$ cat config.mk
export PLATFORM = sky130hd
export DESIGN_NAME = net_tx_top
export DESIGN_NICKNAME = d
export VERILOG_FILES = /design/src/hdl/net_pkg.sv /design/src/hdl/arp_reply_gen.sv /design/src/hdl/udp_ip_gen.sv /design/src/hdl/eth_frame_tx.sv /design/src/hdl/net_tx_top.sv
export SDC_FILE = /design/constraint.sdc
export NUM_CORES = 1
export LEC_CHECK = 0
export ABC_CLOCK_PERIOD_IN_PS = 12700
export BUFFER_PORTS_ARGS = -buffer_cell sky130_fd_sc_hd__clkbuf_2
export CAP_MARGIN = 20
export CORE_ASPECT_RATIO = 2
export CORE_MARGIN = 8
export CORE_UTILIZATION = 55
export DETAILED_ROUTE_END_ITERATION = 10
export PLACE_DENSITY = 0.77
export RECOVER_POWER = 100
export SLEW_MARGIN = 20
export SYNTH_ARGS = -nofsm -noshare
export SYNTH_HDL_FRONTEND = slang
export SYNTH_HIERARCHICAL = 1
export SYNTH_SLANG_ARGS = --single-unit
$ cat constraint.sdc
create_clock -name tx_clock -period 12.7 [get_ports tx_clock]
set_input_delay 2.54 -clock tx_clock [delete_from_list [all_inputs] [get_ports tx_clock]]
set_output_delay 2.54 -clock tx_clock [all_outputs]
set_load 0.02 [all_outputs]
$ cat src/hdl/net_pkg.sv
// shared types and protocol constants for the ethernet frame transmitter
`default_nettype none

package net_pkg;

  // --------------------------------------------------------------------------
  // addresses
  // --------------------------------------------------------------------------
  typedef logic [47:0] mac_addr_t;
  typedef logic [31:0] ip_addr_t;

  // own station identity
  typedef struct packed {
    mac_addr_t mac;
    ip_addr_t  ip;
  } local_cfg_t;

  // who asked for our mac
  typedef struct packed {
    mac_addr_t mac;
    ip_addr_t  ip;
  } arp_target_t;

  // udp destination, frozen while run is high
  typedef struct packed {
    mac_addr_t   mac;
    ip_addr_t    ip;
    logic [15:0] port;
  } udp_dest_t;

  // --------------------------------------------------------------------------
  // generator to transmitter, transmitter to phy side
  // --------------------------------------------------------------------------
  typedef struct packed {
    logic [7:0] data;     // byte at the generator's counter
    logic       last;     // final body byte
    mac_addr_t  dest_mac; // goes into the mac header
  } body_t;

  typedef struct packed {
    logic       en;
    logic [7:0] data;
  } tx_byte_t;

  typedef enum logic {
    PROTO_ARP,
    PROTO_UDP
  } proto_e;

  typedef enum logic [1:0] {
    FS_IDLE,
    FS_MAC_HDR,
    FS_BODY,
    FS_GAP
  } frame_state_e;

  // --------------------------------------------------------------------------
  // protocol constants
  // --------------------------------------------------------------------------
  localparam logic [15:0] ETHERTYPE_IP  = 16'h0800;
  localparam logic [15:0] ETHERTYPE_ARP = 16'h0806;

  localparam int MAC_HDR_LEN  = 14;
  localparam int ARP_BODY_LEN = 28;
  localparam int IP_HDR_LEN   = 20;
  localparam int UDP_HDR_LEN  = 8;

  localparam logic [7:0]  IP_PROTO_UDP = 8'd17;
  localparam logic [15:0] IP_FLAGS_DF  = 16'h4000; // don't fragment, offset 0

  localparam logic [15:0] ARP_HTYPE_ETH = 16'h0001;
  localparam logic [15:0] ARP_OP_REPLY  = 16'h0002;

endpackage

`default_nettype wire

$ cat src/hdl/arp_reply_gen.sv
// arp reply generator: holds the latest request and serves the 28-byte reply body
`default_nettype none

module arp_reply_gen import net_pkg::*; (
  input  wire logic        tx_clock,
  input  wire logic        rst_n,
  input  wire local_cfg_t  cfg,
  input  wire logic        arp_request,  // one-cycle capture strobe
  input  wire arp_target_t arp_target,
  input  wire logic        start,        // frame granted to us
  input  wire logic        advance,      // step to next body byte
  output logic             pending,
  output body_t            body
);

  arp_target_t     tgt_q;      // waiting request, newest wins
  arp_target_t     cur_q;      // copy used by the frame on the wire
  logic            pending_q;
  logic [4:0]      cnt_q;      // body byte index
  logic [0:31][7:0] bytes;     // body image padded to 32 bytes

  // --------------------------------------------------------------------------
  // control
  // --------------------------------------------------------------------------
  always_ff @(posedge tx_clock) begin
    if (!rst_n) begin
      pending_q <= 1'b0;
      cnt_q     <= '0;
    end else begin
      if (arp_request)
        pending_q <= 1'b1;          // a fresh request outranks the clear
      else if (start)
        pending_q <= 1'b0;

      if (start)
        cnt_q <= '0;
      else if (advance)
        cnt_q <= cnt_q + 5'd1;
    end
  end

  // target storage
  always_ff @(posedge tx_clock) begin
    if (arp_request)
      tgt_q <= arp_target;
    if (start)
      cur_q <= tgt_q;               // freeze for the frame in flight
  end

  // --------------------------------------------------------------------------
  // reply body
  // --------------------------------------------------------------------------
  assign bytes = {
    ARP_HTYPE_ETH,                  // hardware type
    ETHERTYPE_IP,                   // protocol type
    8'd6, 8'd4,                     // hlen, plen
    ARP_OP_REPLY,
    cfg.mac, cfg.ip,                // sender
    cur_q.mac, cur_q.ip,            // target
    32'h0                           // pad, never sent
  };

  assign pending       = pending_q;
  assign body.data     = bytes[cnt_q];
  assign body.last     = (cnt_q == 5'(ARP_BODY_LEN - 1));
  assign body.dest_mac = tgt_q.mac;  // sampled by the transmitter at grant

endmodule

`default_nettype wire

$ cat src/hdl/udp_ip_gen.sv
// udp/ipv4 body generator with destination latch and ipv4 header checksum
`default_nettype none

module udp_ip_gen import net_pkg::*; #(
  parameter logic [15:0] UDP_SRC_PORT = 16'd1024,
  parameter logic [7:0]  IP_TTL       = 8'd128
) (
  input  wire logic        tx_clock,
  input  wire logic        rst_n,
  input  wire local_cfg_t  cfg,
  input  wire logic        udp_tx_request,
  input  wire logic [15:0] udp_tx_length,  // payload bytes, stable while requesting
  input  wire logic [7:0]  udp_tx_data,
  input  wire udp_dest_t   udp_dest,
  input  wire logic        run,
  input  wire logic        start,
  input  wire logic        advance,
  output logic             pending,
  output logic             udp_read,       // payload byte taken this cycle
  output body_t            body
);

  udp_dest_t        dest_q;
  logic [15:0]      tot_len_q;   // ip total length, 28 + payload
  logic [15:0]      cks_q;
  logic [15:0]      cnt_q;       // body byte index
  logic [15:0]      tot_len_in;
  logic [15:0]      udp_len;
  logic             in_payload;
  logic [0:31][7:0] hdr_bytes;   // ip + udp header, padded to 32 bytes

  // ones-complement sum of the ip header, checksum word taken as zero
  function automatic logic [15:0] ip_checksum(
    input logic [15:0] tot_len,
    input ip_addr_t    src,
    input ip_addr_t    dst
  );
    logic [19:0] sum;
    sum = 20'h04500 + tot_len + IP_FLAGS_DF + {IP_TTL, IP_PROTO_UDP}
        + src[31:16] + src[15:0] + dst[31:16] + dst[15:0];
    sum = sum[15:0] + sum[19:16];   // fold carries
    sum = sum[15:0] + sum[19:16];   // second fold catches the last carry
    return ~sum[15:0];
  endfunction

  // --------------------------------------------------------------------------
  // destination latch, transparent while run is low
  // --------------------------------------------------------------------------
  always_ff @(posedge tx_clock) begin
    if (!run)
      dest_q <= udp_dest;
  end

  // --------------------------------------------------------------------------
  // per-frame capture and byte counter
  // --------------------------------------------------------------------------
  assign tot_len_in = udp_tx_length + 16'(IP_HDR_LEN + UDP_HDR_LEN);

  always_ff @(posedge tx_clock) begin
    if (start) begin
      tot_len_q <= tot_len_in;
      cks_q     <= ip_checksum(tot_len_in, cfg.ip, dest_q.ip); // ready long before byte 10
    end
  end

  always_ff @(posedge tx_clock) begin
    if (!rst_n)
      cnt_q <= '0;
    else if (start)
      cnt_q <= '0;
    else if (advance)
      cnt_q <= cnt_q + 16'd1;
  end

  // --------------------------------------------------------------------------
  // body bytes
  // --------------------------------------------------------------------------
  assign udp_len    = tot_len_q - 16'(IP_HDR_LEN);
  assign in_payload = (cnt_q >= 16'(IP_HDR_LEN + UDP_HDR_LEN));

  assign hdr_bytes = {
    8'h45, 8'h00,                   // version/ihl, tos
    tot_len_q,
    16'h0000,                       // identification
    IP_FLAGS_DF,
    IP_TTL, IP_PROTO_UDP,
    cks_q,
    cfg.ip, dest_q.ip,
    UDP_SRC_PORT, dest_q.port,      // udp header from here
    udp_len,
    16'h0000,                       // udp checksum unused
    32'h0                           // pad
  };

  assign pending  = udp_tx_request;
  assign udp_read = advance && in_payload;

  // payload bytes pass straight through from the requester
  assign body.data     = in_payload ? udp_tx_data : hdr_bytes[cnt_q[4:0]];
  assign body.last     = (cnt_q == tot_len_q - 16'd1);
  assign body.dest_mac = dest_q.mac;

endmodule

`default_nettype wire

$ cat src/hdl/eth_frame_tx.sv
// frame transmitter with arp-first arbitration, mac header and byte serialization
`default_nettype none

module eth_frame_tx import net_pkg::*; (
  input  wire logic       tx_clock,
  input  wire logic       rst_n,
  input  wire local_cfg_t cfg,
  input  wire logic       arp_pending,
  input  wire body_t      arp_body,
  input  wire logic       udp_pending,
  input  wire body_t      udp_body,
  output logic            arp_start,
  output logic            udp_start,
  output logic            arp_advance,
  output logic            udp_advance,
  output logic            udp_tx_enable,  // grant seen by the udp requester
  output tx_byte_t        frame_out,
  output logic            tx_active
);

  frame_state_e     state_q;
  proto_e           proto_q;      // protocol of the frame in flight
  proto_e           pick;         // winner if we start now
  mac_addr_t        dest_q;
  mac_addr_t        pick_dest;
  logic [3:0]       hdr_cnt_q;    // next mac header byte
  logic             en_q;
  logic [7:0]       data_q;
  logic             arp_start_q;
  logic             udp_start_q;
  body_t            cur_body;
  logic [0:15][7:0] hdr_bytes;    // 14-byte mac header plus pad
  logic [7:0]       next_byte;

  // --------------------------------------------------------------------------
  // selection
  // --------------------------------------------------------------------------
  assign pick      = arp_pending ? PROTO_ARP : PROTO_UDP;   // arp always first
  assign pick_dest = arp_pending ? arp_body.dest_mac : udp_body.dest_mac;
  assign cur_body  = (proto_q == PROTO_ARP) ? arp_body : udp_body;

  assign hdr_bytes = {
    dest_q,
    cfg.mac,
    (proto_q == PROTO_ARP) ? ETHERTYPE_ARP : ETHERTYPE_IP,
    16'h0000                      // pad
  };

  always_comb begin
    case (state_q)
      FS_IDLE:    next_byte = pick_dest[47:40];   // first dest byte goes out at grant
      FS_MAC_HDR: next_byte = hdr_bytes[hdr_cnt_q];
      FS_BODY:    next_byte = cur_body.data;
      default:    next_byte = 8'h00;
    endcase
  end

  // --------------------------------------------------------------------------
  // frame FSM
  // --------------------------------------------------------------------------
  always_ff @(posedge tx_clock) begin
    if (!rst_n) begin
      state_q     <= FS_IDLE;
      hdr_cnt_q   <= '0;
      en_q        <= 1'b0;
      arp_start_q <= 1'b0;
      udp_start_q <= 1'b0;
    end else begin
      arp_start_q <= 1'b0;        // starts are single cycle
      udp_start_q <= 1'b0;
      case (state_q)
        FS_IDLE: begin
          hdr_cnt_q <= 4'd1;
          if (arp_pending || udp_pending) begin
            state_q     <= FS_MAC_HDR;
            en_q        <= 1'b1;
            arp_start_q <= arp_pending;
            udp_start_q <= !arp_pending;
          end
        end
        FS_MAC_HDR: begin
          hdr_cnt_q <= hdr_cnt_q + 4'd1;
          if (hdr_cnt_q == 4'(MAC_HDR_LEN - 1))
            state_q <= FS_BODY;
        end
        FS_BODY:
          if (cur_body.last)
            state_q <= FS_GAP;    // last byte loads on this edge
        FS_GAP: begin
          en_q    <= 1'b0;        // one dead cycle between frames
          state_q <= FS_IDLE;
        end
        default: state_q <= FS_IDLE;
      endcase
    end
  end

  // output byte and per-frame choices
  always_ff @(posedge tx_clock) begin
    data_q <= next_byte;
    if (state_q == FS_IDLE) begin
      proto_q <= pick;
      dest_q  <= pick_dest;
    end
  end

  // --------------------------------------------------------------------------
  // outputs
  // --------------------------------------------------------------------------
  assign arp_start     = arp_start_q;
  assign udp_start     = udp_start_q;
  assign udp_tx_enable = udp_start_q;
  assign arp_advance   = (state_q == FS_BODY) && (proto_q == PROTO_ARP);
  assign udp_advance   = (state_q == FS_BODY) && (proto_q == PROTO_UDP);
  assign frame_out     = '{en: en_q, data: data_q};
  assign tx_active     = (state_q != FS_IDLE);  // busy from grant through the gap cycle

endmodule

`default_nettype wire

$ cat src/hdl/net_tx_top.sv
// network transmit top: arp and udp/ip generators feeding the frame transmitter
`default_nettype none

module net_tx_top import net_pkg::*; #(
  parameter logic [15:0] UDP_SRC_PORT = 16'd1024,
  parameter logic [7:0]  IP_TTL       = 8'd128
) (
  input  wire logic        tx_clock,
  input  wire logic        rst_n,
  input  wire local_cfg_t  cfg,
  input  wire logic        arp_request,
  input  wire arp_target_t arp_target,
  input  wire logic        udp_tx_request,
  input  wire logic [15:0] udp_tx_length,
  input  wire logic [7:0]  udp_tx_data,
  input  wire udp_dest_t   udp_dest,
  input  wire logic        run,
  output logic             udp_tx_enable,
  output logic             udp_read,
  output tx_byte_t         frame_out,
  output logic             tx_active
);

  logic  arp_pending, udp_pending;
  logic  arp_start, udp_start;
  logic  arp_advance, udp_advance;
  body_t arp_body, udp_body;

  // --------------------------------------------------------------------------
  // generators
  // --------------------------------------------------------------------------
  arp_reply_gen u_arp (
    .tx_clock, .rst_n, .cfg, .arp_request, .arp_target,
    .start   (arp_start),
    .advance (arp_advance),
    .pending (arp_pending),
    .body    (arp_body)
  );

  udp_ip_gen #(
    .UDP_SRC_PORT (UDP_SRC_PORT),
    .IP_TTL       (IP_TTL)
  ) u_udp (
    .tx_clock, .rst_n, .cfg, .udp_tx_request, .udp_tx_length, .udp_tx_data,
    .udp_dest, .run, .udp_read,
    .start   (udp_start),
    .advance (udp_advance),
    .pending (udp_pending),
    .body    (udp_body)
  );

  // arbitration and serializer
  eth_frame_tx u_tx (
    .tx_clock, .rst_n, .cfg, .arp_pending, .arp_body, .udp_pending, .udp_body,
    .arp_start, .udp_start, .arp_advance, .udp_advance,
    .udp_tx_enable, .frame_out, .tx_active
  );

endmodule

`default_nettype wire

* Yosys cells after proc, flatten, opt, wreduce, memory -nomap -nowiden
Index checks and enable logic that the tools add are counted.
W data, S select, Z words.
** Storage, ports and cells
- Register bits after elaboration :: 376
- Bits in latches :: 0
- Memory bits (writable) :: 0
- ROM bits :: 0
- Input bits :: 285
- Output and inout bits :: 12
- Logic and storage cells :: 93
- Memories kept :: 0
** Operators by class
- $add $sub $neg :: 15
- Multipliers :: 0
- Div/mod/pow operators :: 0
- Order comparisons :: 4
- Eq/ne operators :: 9
- Shift operators :: 0
- Mux-type cells :: 24
- Bitwise operators :: 6
- Reductions and logical operators :: 15
** Operator list (count)
- $add A20 B16 Y20 :: 4
- $bmux W8 S5 :: 2
- $mux W57 :: 1
- $mux W8 :: 7
- $mux W48 :: 1
- $bmux W8 S4 :: 1
- $pmux W8 S3 :: 1
- $add A20 B15 Y20 const B :: 1
- $add A20 B16 Y20 const B :: 1
- $add A15 B16 Y17 const A :: 1
- $add A16 B4 Y17 :: 1
- $add A16 B1 Y16 const B :: 1
- $add A16 B4 Y16 :: 1
- $add A16 B5 Y16 const B :: 1
- $eq A16 B16 Y1 :: 1
- $ge A16 B5 Y1 const B :: 1
- $not A16 Y16 :: 1
- $sub A16 B1 Y16 const B :: 1
- $sub A16 B5 Y16 const B :: 1
- $ge A6 B6 Y1 const B :: 2
- $not A5 Y6 :: 2
- $pmux W2 S4 :: 1
- $pmux W4 S2 :: 1
- $reduce_bool A2 Y1 :: 4
- 21 further kinds :: 34

* Depth between registers and ports, before layout
- Depth in word-level cells :: 11
- Mapped depth :: 38
- Mapped depth without buffers :: 38

* By module
The synthesis kept the hierarchy.
** By module, submodules not included
- udp_ip_gen :: instances 1, cells an instance 952, area an instance 10261.1 um^2, sequential area each 4164.0 um^2
- arp_reply_gen :: instances 1, cells an instance 375, area an instance 6877.8 um^2, sequential area each 4924.7 um^2
- eth_frame_tx :: instances 1, cells an instance 287, area an instance 3828.7 um^2, sequential area each 1811.7 um^2

* Worst setup path after synthesis
No wires, ideal clock.
- Kind :: input to register
- From :: input udp_tx_length[2]
- To :: register u_udp.cks_q[15] (data pin)
- Library setup time :: 0.261 ns
- Arrival :: 9.830 ns
- Required time :: 12.439 ns
- Path slack :: 2.610 ns
- Cell stages on the path :: 37
- Path buffers :: 1
- Cell sequence :: inv_1 -> ha_1 -> nor2b_1 -> nor3b_1 -> xor2_1 -> fa_1 -> fa_1 -> inv_1 -> fa_1 -> inv_1 -> ha_1 -> clkbuf_2 -> and3_2 -> a21bo_2 -> a21oi_1 -> o311a_1 -> o21a_1 -> nor2_1 -> xnor2_1 -> ha_1 -> inv_1 -> fa_1 -> nor2b_1 -> nor2_1 -> nor3_1 -> nand3_2 -> nand3b_1 -> nor3_1 -> ha_1 -> nor2b_1 -> nand2_1 -> nor2_1 -> and2_1 -> and2_0 -> nand3_2 -> o311ai_1 -> nor2_1
** On the way
- Cells in the longest elaborated chain, start to end :: 11
** Ends and longest elaborated chain
- from (decl) :: line net_tx_top.sv:14 : input wire logic [15:0] udp_tx_length,
- $add A16 B5 Y16 :: line udp_ip_gen.sv:57 : assign tot_len_in = udp_tx_length + 16'(IP_HDR_LEN + UDP_HDR_LEN);
- named net u_udp.tot_len_in[8] :: line udp_ip_gen.sv:27 : logic [15:0] tot_len_in;
- $add A15 B16 Y17 :: line udp_ip_gen.sv:39 : sum = 20'h04500 + tot_len + IP_FLAGS_DF + {IP_TTL, IP_PROTO_UDP}
- $add A20 B15 Y20 :: line udp_ip_gen.sv:39
- $add A20 B16 Y20 :: line udp_ip_gen.sv:39
- $add A20 B16 Y20 (4 in a row) :: line udp_ip_gen.sv:40 : + src[31:16] + src[15:0] + dst[31:16] + dst[15:0];
- $add A16 B4 Y17 :: line udp_ip_gen.sv:41 : sum = sum[15:0] + sum[19:16];
- $add A16 B4 Y16 :: line udp_ip_gen.sv:42 : sum = sum[15:0] + sum[19:16];
- $not A16 Y16 :: line udp_ip_gen.sv:43 : return ~sum[15:0];
- to (signal assigned) :: line udp_ip_gen.sv:62 : cks_q <= ip_checksum(tot_len_in, cfg.ip, dest_q.ip);
- to (decl) :: line udp_ip_gen.sv:25 : logic [15:0] cks_q;
The timed path passes the listed nets, and every way through them passes these cells.
A chain may end at the register's enable or synchronous reset.

* Final worst setup path
Same ends and word-level chain as after synthesis.

==> qor.csv <==
stage;metric;value;unit
routing;antenna_left;0;
yosys;yosysMostFrequentCell;edfxtp_1;
yosys;synth_ff_type;edfxtp_1;
pwr;ir_drop;0.000168;V
timing;rsz0062_at_grt;false;
worst_setup_path;cp.required;12980;ps
yosys;synth_top_area_cell;edfxtp_1;
yosys;syn-cell-area;21000;µm²
floorplanning;dieHeight;292;µm
cts;clk_latency;540;ps
cts;cts_tree;yes;
routing;post_drt_wl_per_cell;28.0;µm
worst_setup_path;path_max_fanout;7;
cts;cts_resized;0;
worst_setup_path;crit_family;simple AND/OR/NAND/NOR gates;
worst_setup_path;startpoint_type;input port;
timing;fin_crit;11220;ps
worst_setup_path;end_kind;flop;
yosys;synth_edf_count;337;
cts;root_buffer;clkbuf_16;
routing;vias_per_cell;6.07;
pwr;finalPower;4.92;mW
placed_design;finalWeightedCongestion;1.01;
floorplanning;initial_core_util;0.555;
floorplanning;die-area;45000;µm²
timing;layout_setup_ws;1480;ps
yosys;synth_top_area_frac;0.483;
timing;clock_skew;23.6;ps
cts;clk_pin_slew;70;ps
run_status;violations;capacitance limit, slew limit;
cells_and_area;drive_gt1_frac;0.250;
worst_setup_path;max_stage_delay;540;ps
worst_setup_path;rr_worst_depth;34;
timing;hold_viol_final;0;
worst_setup_path;crit_slowest_cell;nor3_1;
yosys;synth_nets;2004;
yosys;ys_seq_elements;376;
worst_setup_path;crit_type;input port to flop;
timing;final-max-slew-violation-count;344;
routing;firstDrtPassIters;5;
timing;finalSetupViolCount;0;
timing;whs;417;ps
routing;initialDrtViolationCount;1238;
cts;clock_sinks;376;
cts;cts_made_buffers;35;
worst_setup_path;startpoint;udp_tx_length[2];
run;max_cap_viol_count;6;
routing;wirelength;64.1;mm
yosys;synth_cell_type_count;96;
yosys;async_flop_share;0;
yosys;syn_inst;1614;
grt;grt_start_max_net_pins;83;
worst_setup_path;timing.critical_path.buf_inv;5;
cells_and_area;syn_to_final_growth;9.96;%
worst_setup_path;crit_path_end;u_udp/cks_q[15];
cts;ctsHoldBuffers;0;
worst_setup_path;worst-path-stages;38;
grt;track_usage;0.284;
cells_and_area;nets;2184;
worst_setup_path;ff2ff_setup_slack;3970;ps
floorplanning;die-width;154;µm
cells_and_area;final_core_util;0.610;
grt;overflow;0;
yosys;ys.warnings.count;6;
grt;grt_pass1_wl;93.2;mm
floorplanning;num_io_pins;297;
grt;antenna_found_initial;4;
pwr;powerDensity;213;nW/µm²
timing;timing.final.crit_share;0.883;
worst_setup_path;arrival;11490;ps
cts;cts.path.max_buffers;3;
placed_design;port_buffers;296;
timing;worstMarginPinSlew;4060;ps
timing;max_slew_margin;-1.71;
run_status;status;complete, but fails checks;
worst_setup_path;crit_path_frequent_cell;nor2_1;
floorplanning;core_area;37800;µm²
yosys;synth_area_leaders;edfxtp_1, mux4_2, fa_1;
worst_hold_path;hold_class;flop to flop;
placed_design;dp_slack;1250;ps
worst_setup_path;r2r_end;u_udp/cks_q[15];
yosys;seq_area_frac_synth;0.520;
routing;via_count;13900;
timing;fin_tns_setup;0;ps
floorplanning;row_count;101;
grt;grt_pass1_vias;14900;
timing;timing.fmax;0.0892;GHz
pwr;p_leak;8.86;nW
yosys;synthTopCellsByCount;edfxtp_1, inv_1, buf_4;
yosys;avgSynthCellArea;13.0;µm²
routing;drc;0;
cts;htree_num_levels;2;
worst_setup_path;r2r_start;u_udp/dest_q[18];
cts;post-cts-setup-buffers;0;
placed_design;place_hpwl;50.8;mm
[cell usage in the layout, fill, tap and decap left out, types with 41 or more instances in the layout]
master	netlist	layout
edfxtp_1	337	337
clkbuf_2	2	253
inv_1	162	161
nand2_1	80	80
nor2_1	69	69
xnor2_1	58	58
mux2i_1	56	56
ha_1	56	56
clkbuf_1	30	55
mux2_2	71	54
mux4_2	51	51
fa_1	49	49
nand3_1	41	42
a21oi_1	40	41
[kinds of logic (layout without fill, tap and decap cells)]
logic type               Yosys count  count (layout)  synth area share
multiplexers                     183             183             0.126
adder cells (fa/ha/maj)          105             105            0.0802
buffers and inverters            332             539            0.0831
flip-flops                       376             376             0.520
XOR/XNOR                          99              99            0.0424
AO/OA/AOI/OAI                    207             207            0.0735
other                              0               5                 0
AND/OR/NAND/NOR                  312             312            0.0750
[metrics by stage]
| step | area [µm²] | instances |
|---|---|---|
| 2_1_floorplan | 21000 | 1614 |
| 6_report | 23100 | 2289 |
| 4_1_cts | 23200 | 2283 |
| 3_5_place_dp | 22000 | 2219 |
| 3_3_place_gp | 22000 | 2219 |
| 5_1_grt | 23100 | 2288 |
[cell type report]
| type | count | area (µm²) |
|---|---|---|
| fillers | 2903 | 14700 |
| diodes | 5 | 12.5 |
| clock inverters | 22 | 193 |
| flip-flops and latches | 376 | 10900 |
| clock buffers | 42 | 933 |
| inverters | 163 | 613 |
| repair buffers | 312 | 1520 |
| well taps | 463 | 579 |
| multi-input cells | 906 | 8290 |
[per-layer routing]
| metal | wire length [µm] | vias up | track usage |
|---|---|---|---|
| met4 | 6040 | 0 | 0.241 |
| met5 | 0 | - | 0 |
| met2 | 34000 | 728 | 0.516 |
| met1 | 20000 | 6817 | 0.275 |
| met3 | 4020 | 230 | 0.0469 |
| li1 | - | 6126 | - |
[registers in the layout, summed over array words and instances, names as in the netlist, 4 cells and up]
register and cells:
u_arp/body 48, u_udp/body 48, u_udp/cnt_q 16, u_udp/dest_q 48, u_udp/tot_len_q 16, u_tx/hdr_cnt_q 4
u_arp/bytes 80, u_tx/dest_q 48, u_udp/cks_q 16, u_arp/cnt_q 5, u_tx/data_q 8, u_arp/tgt_q 32
[report_power, final]
part	leakage [nW]	switching, mW	total (mW)	internal [mW]
Clock	0.536	0.460	1.03	0.574
Sequential	3.56	0.0961	1.74	1.64
Combinational	4.76	1.37	2.15	0.772
[worst min path at each step]
stage	to	from	slack, ps	depth (start not counted)
after global placement	u_arp/bytes[43]	u_arp/tgt_q[11]	400	0
after detailed placement	u_arp/bytes[35]	u_arp/tgt_q[3]	400	0
after floorplan	u_arp/bytes[32]	u_arp/tgt_q[0]	400	0
final	u_arp/bytes[46]	u_arp/tgt_q[14]	420	0
after CTS	u_arp/bytes[46]	u_arp/tgt_q[14]	420	0
after global routing	u_arp/bytes[46]	u_arp/tgt_q[14]	420	0
Power figures use the tool's default switching activity.
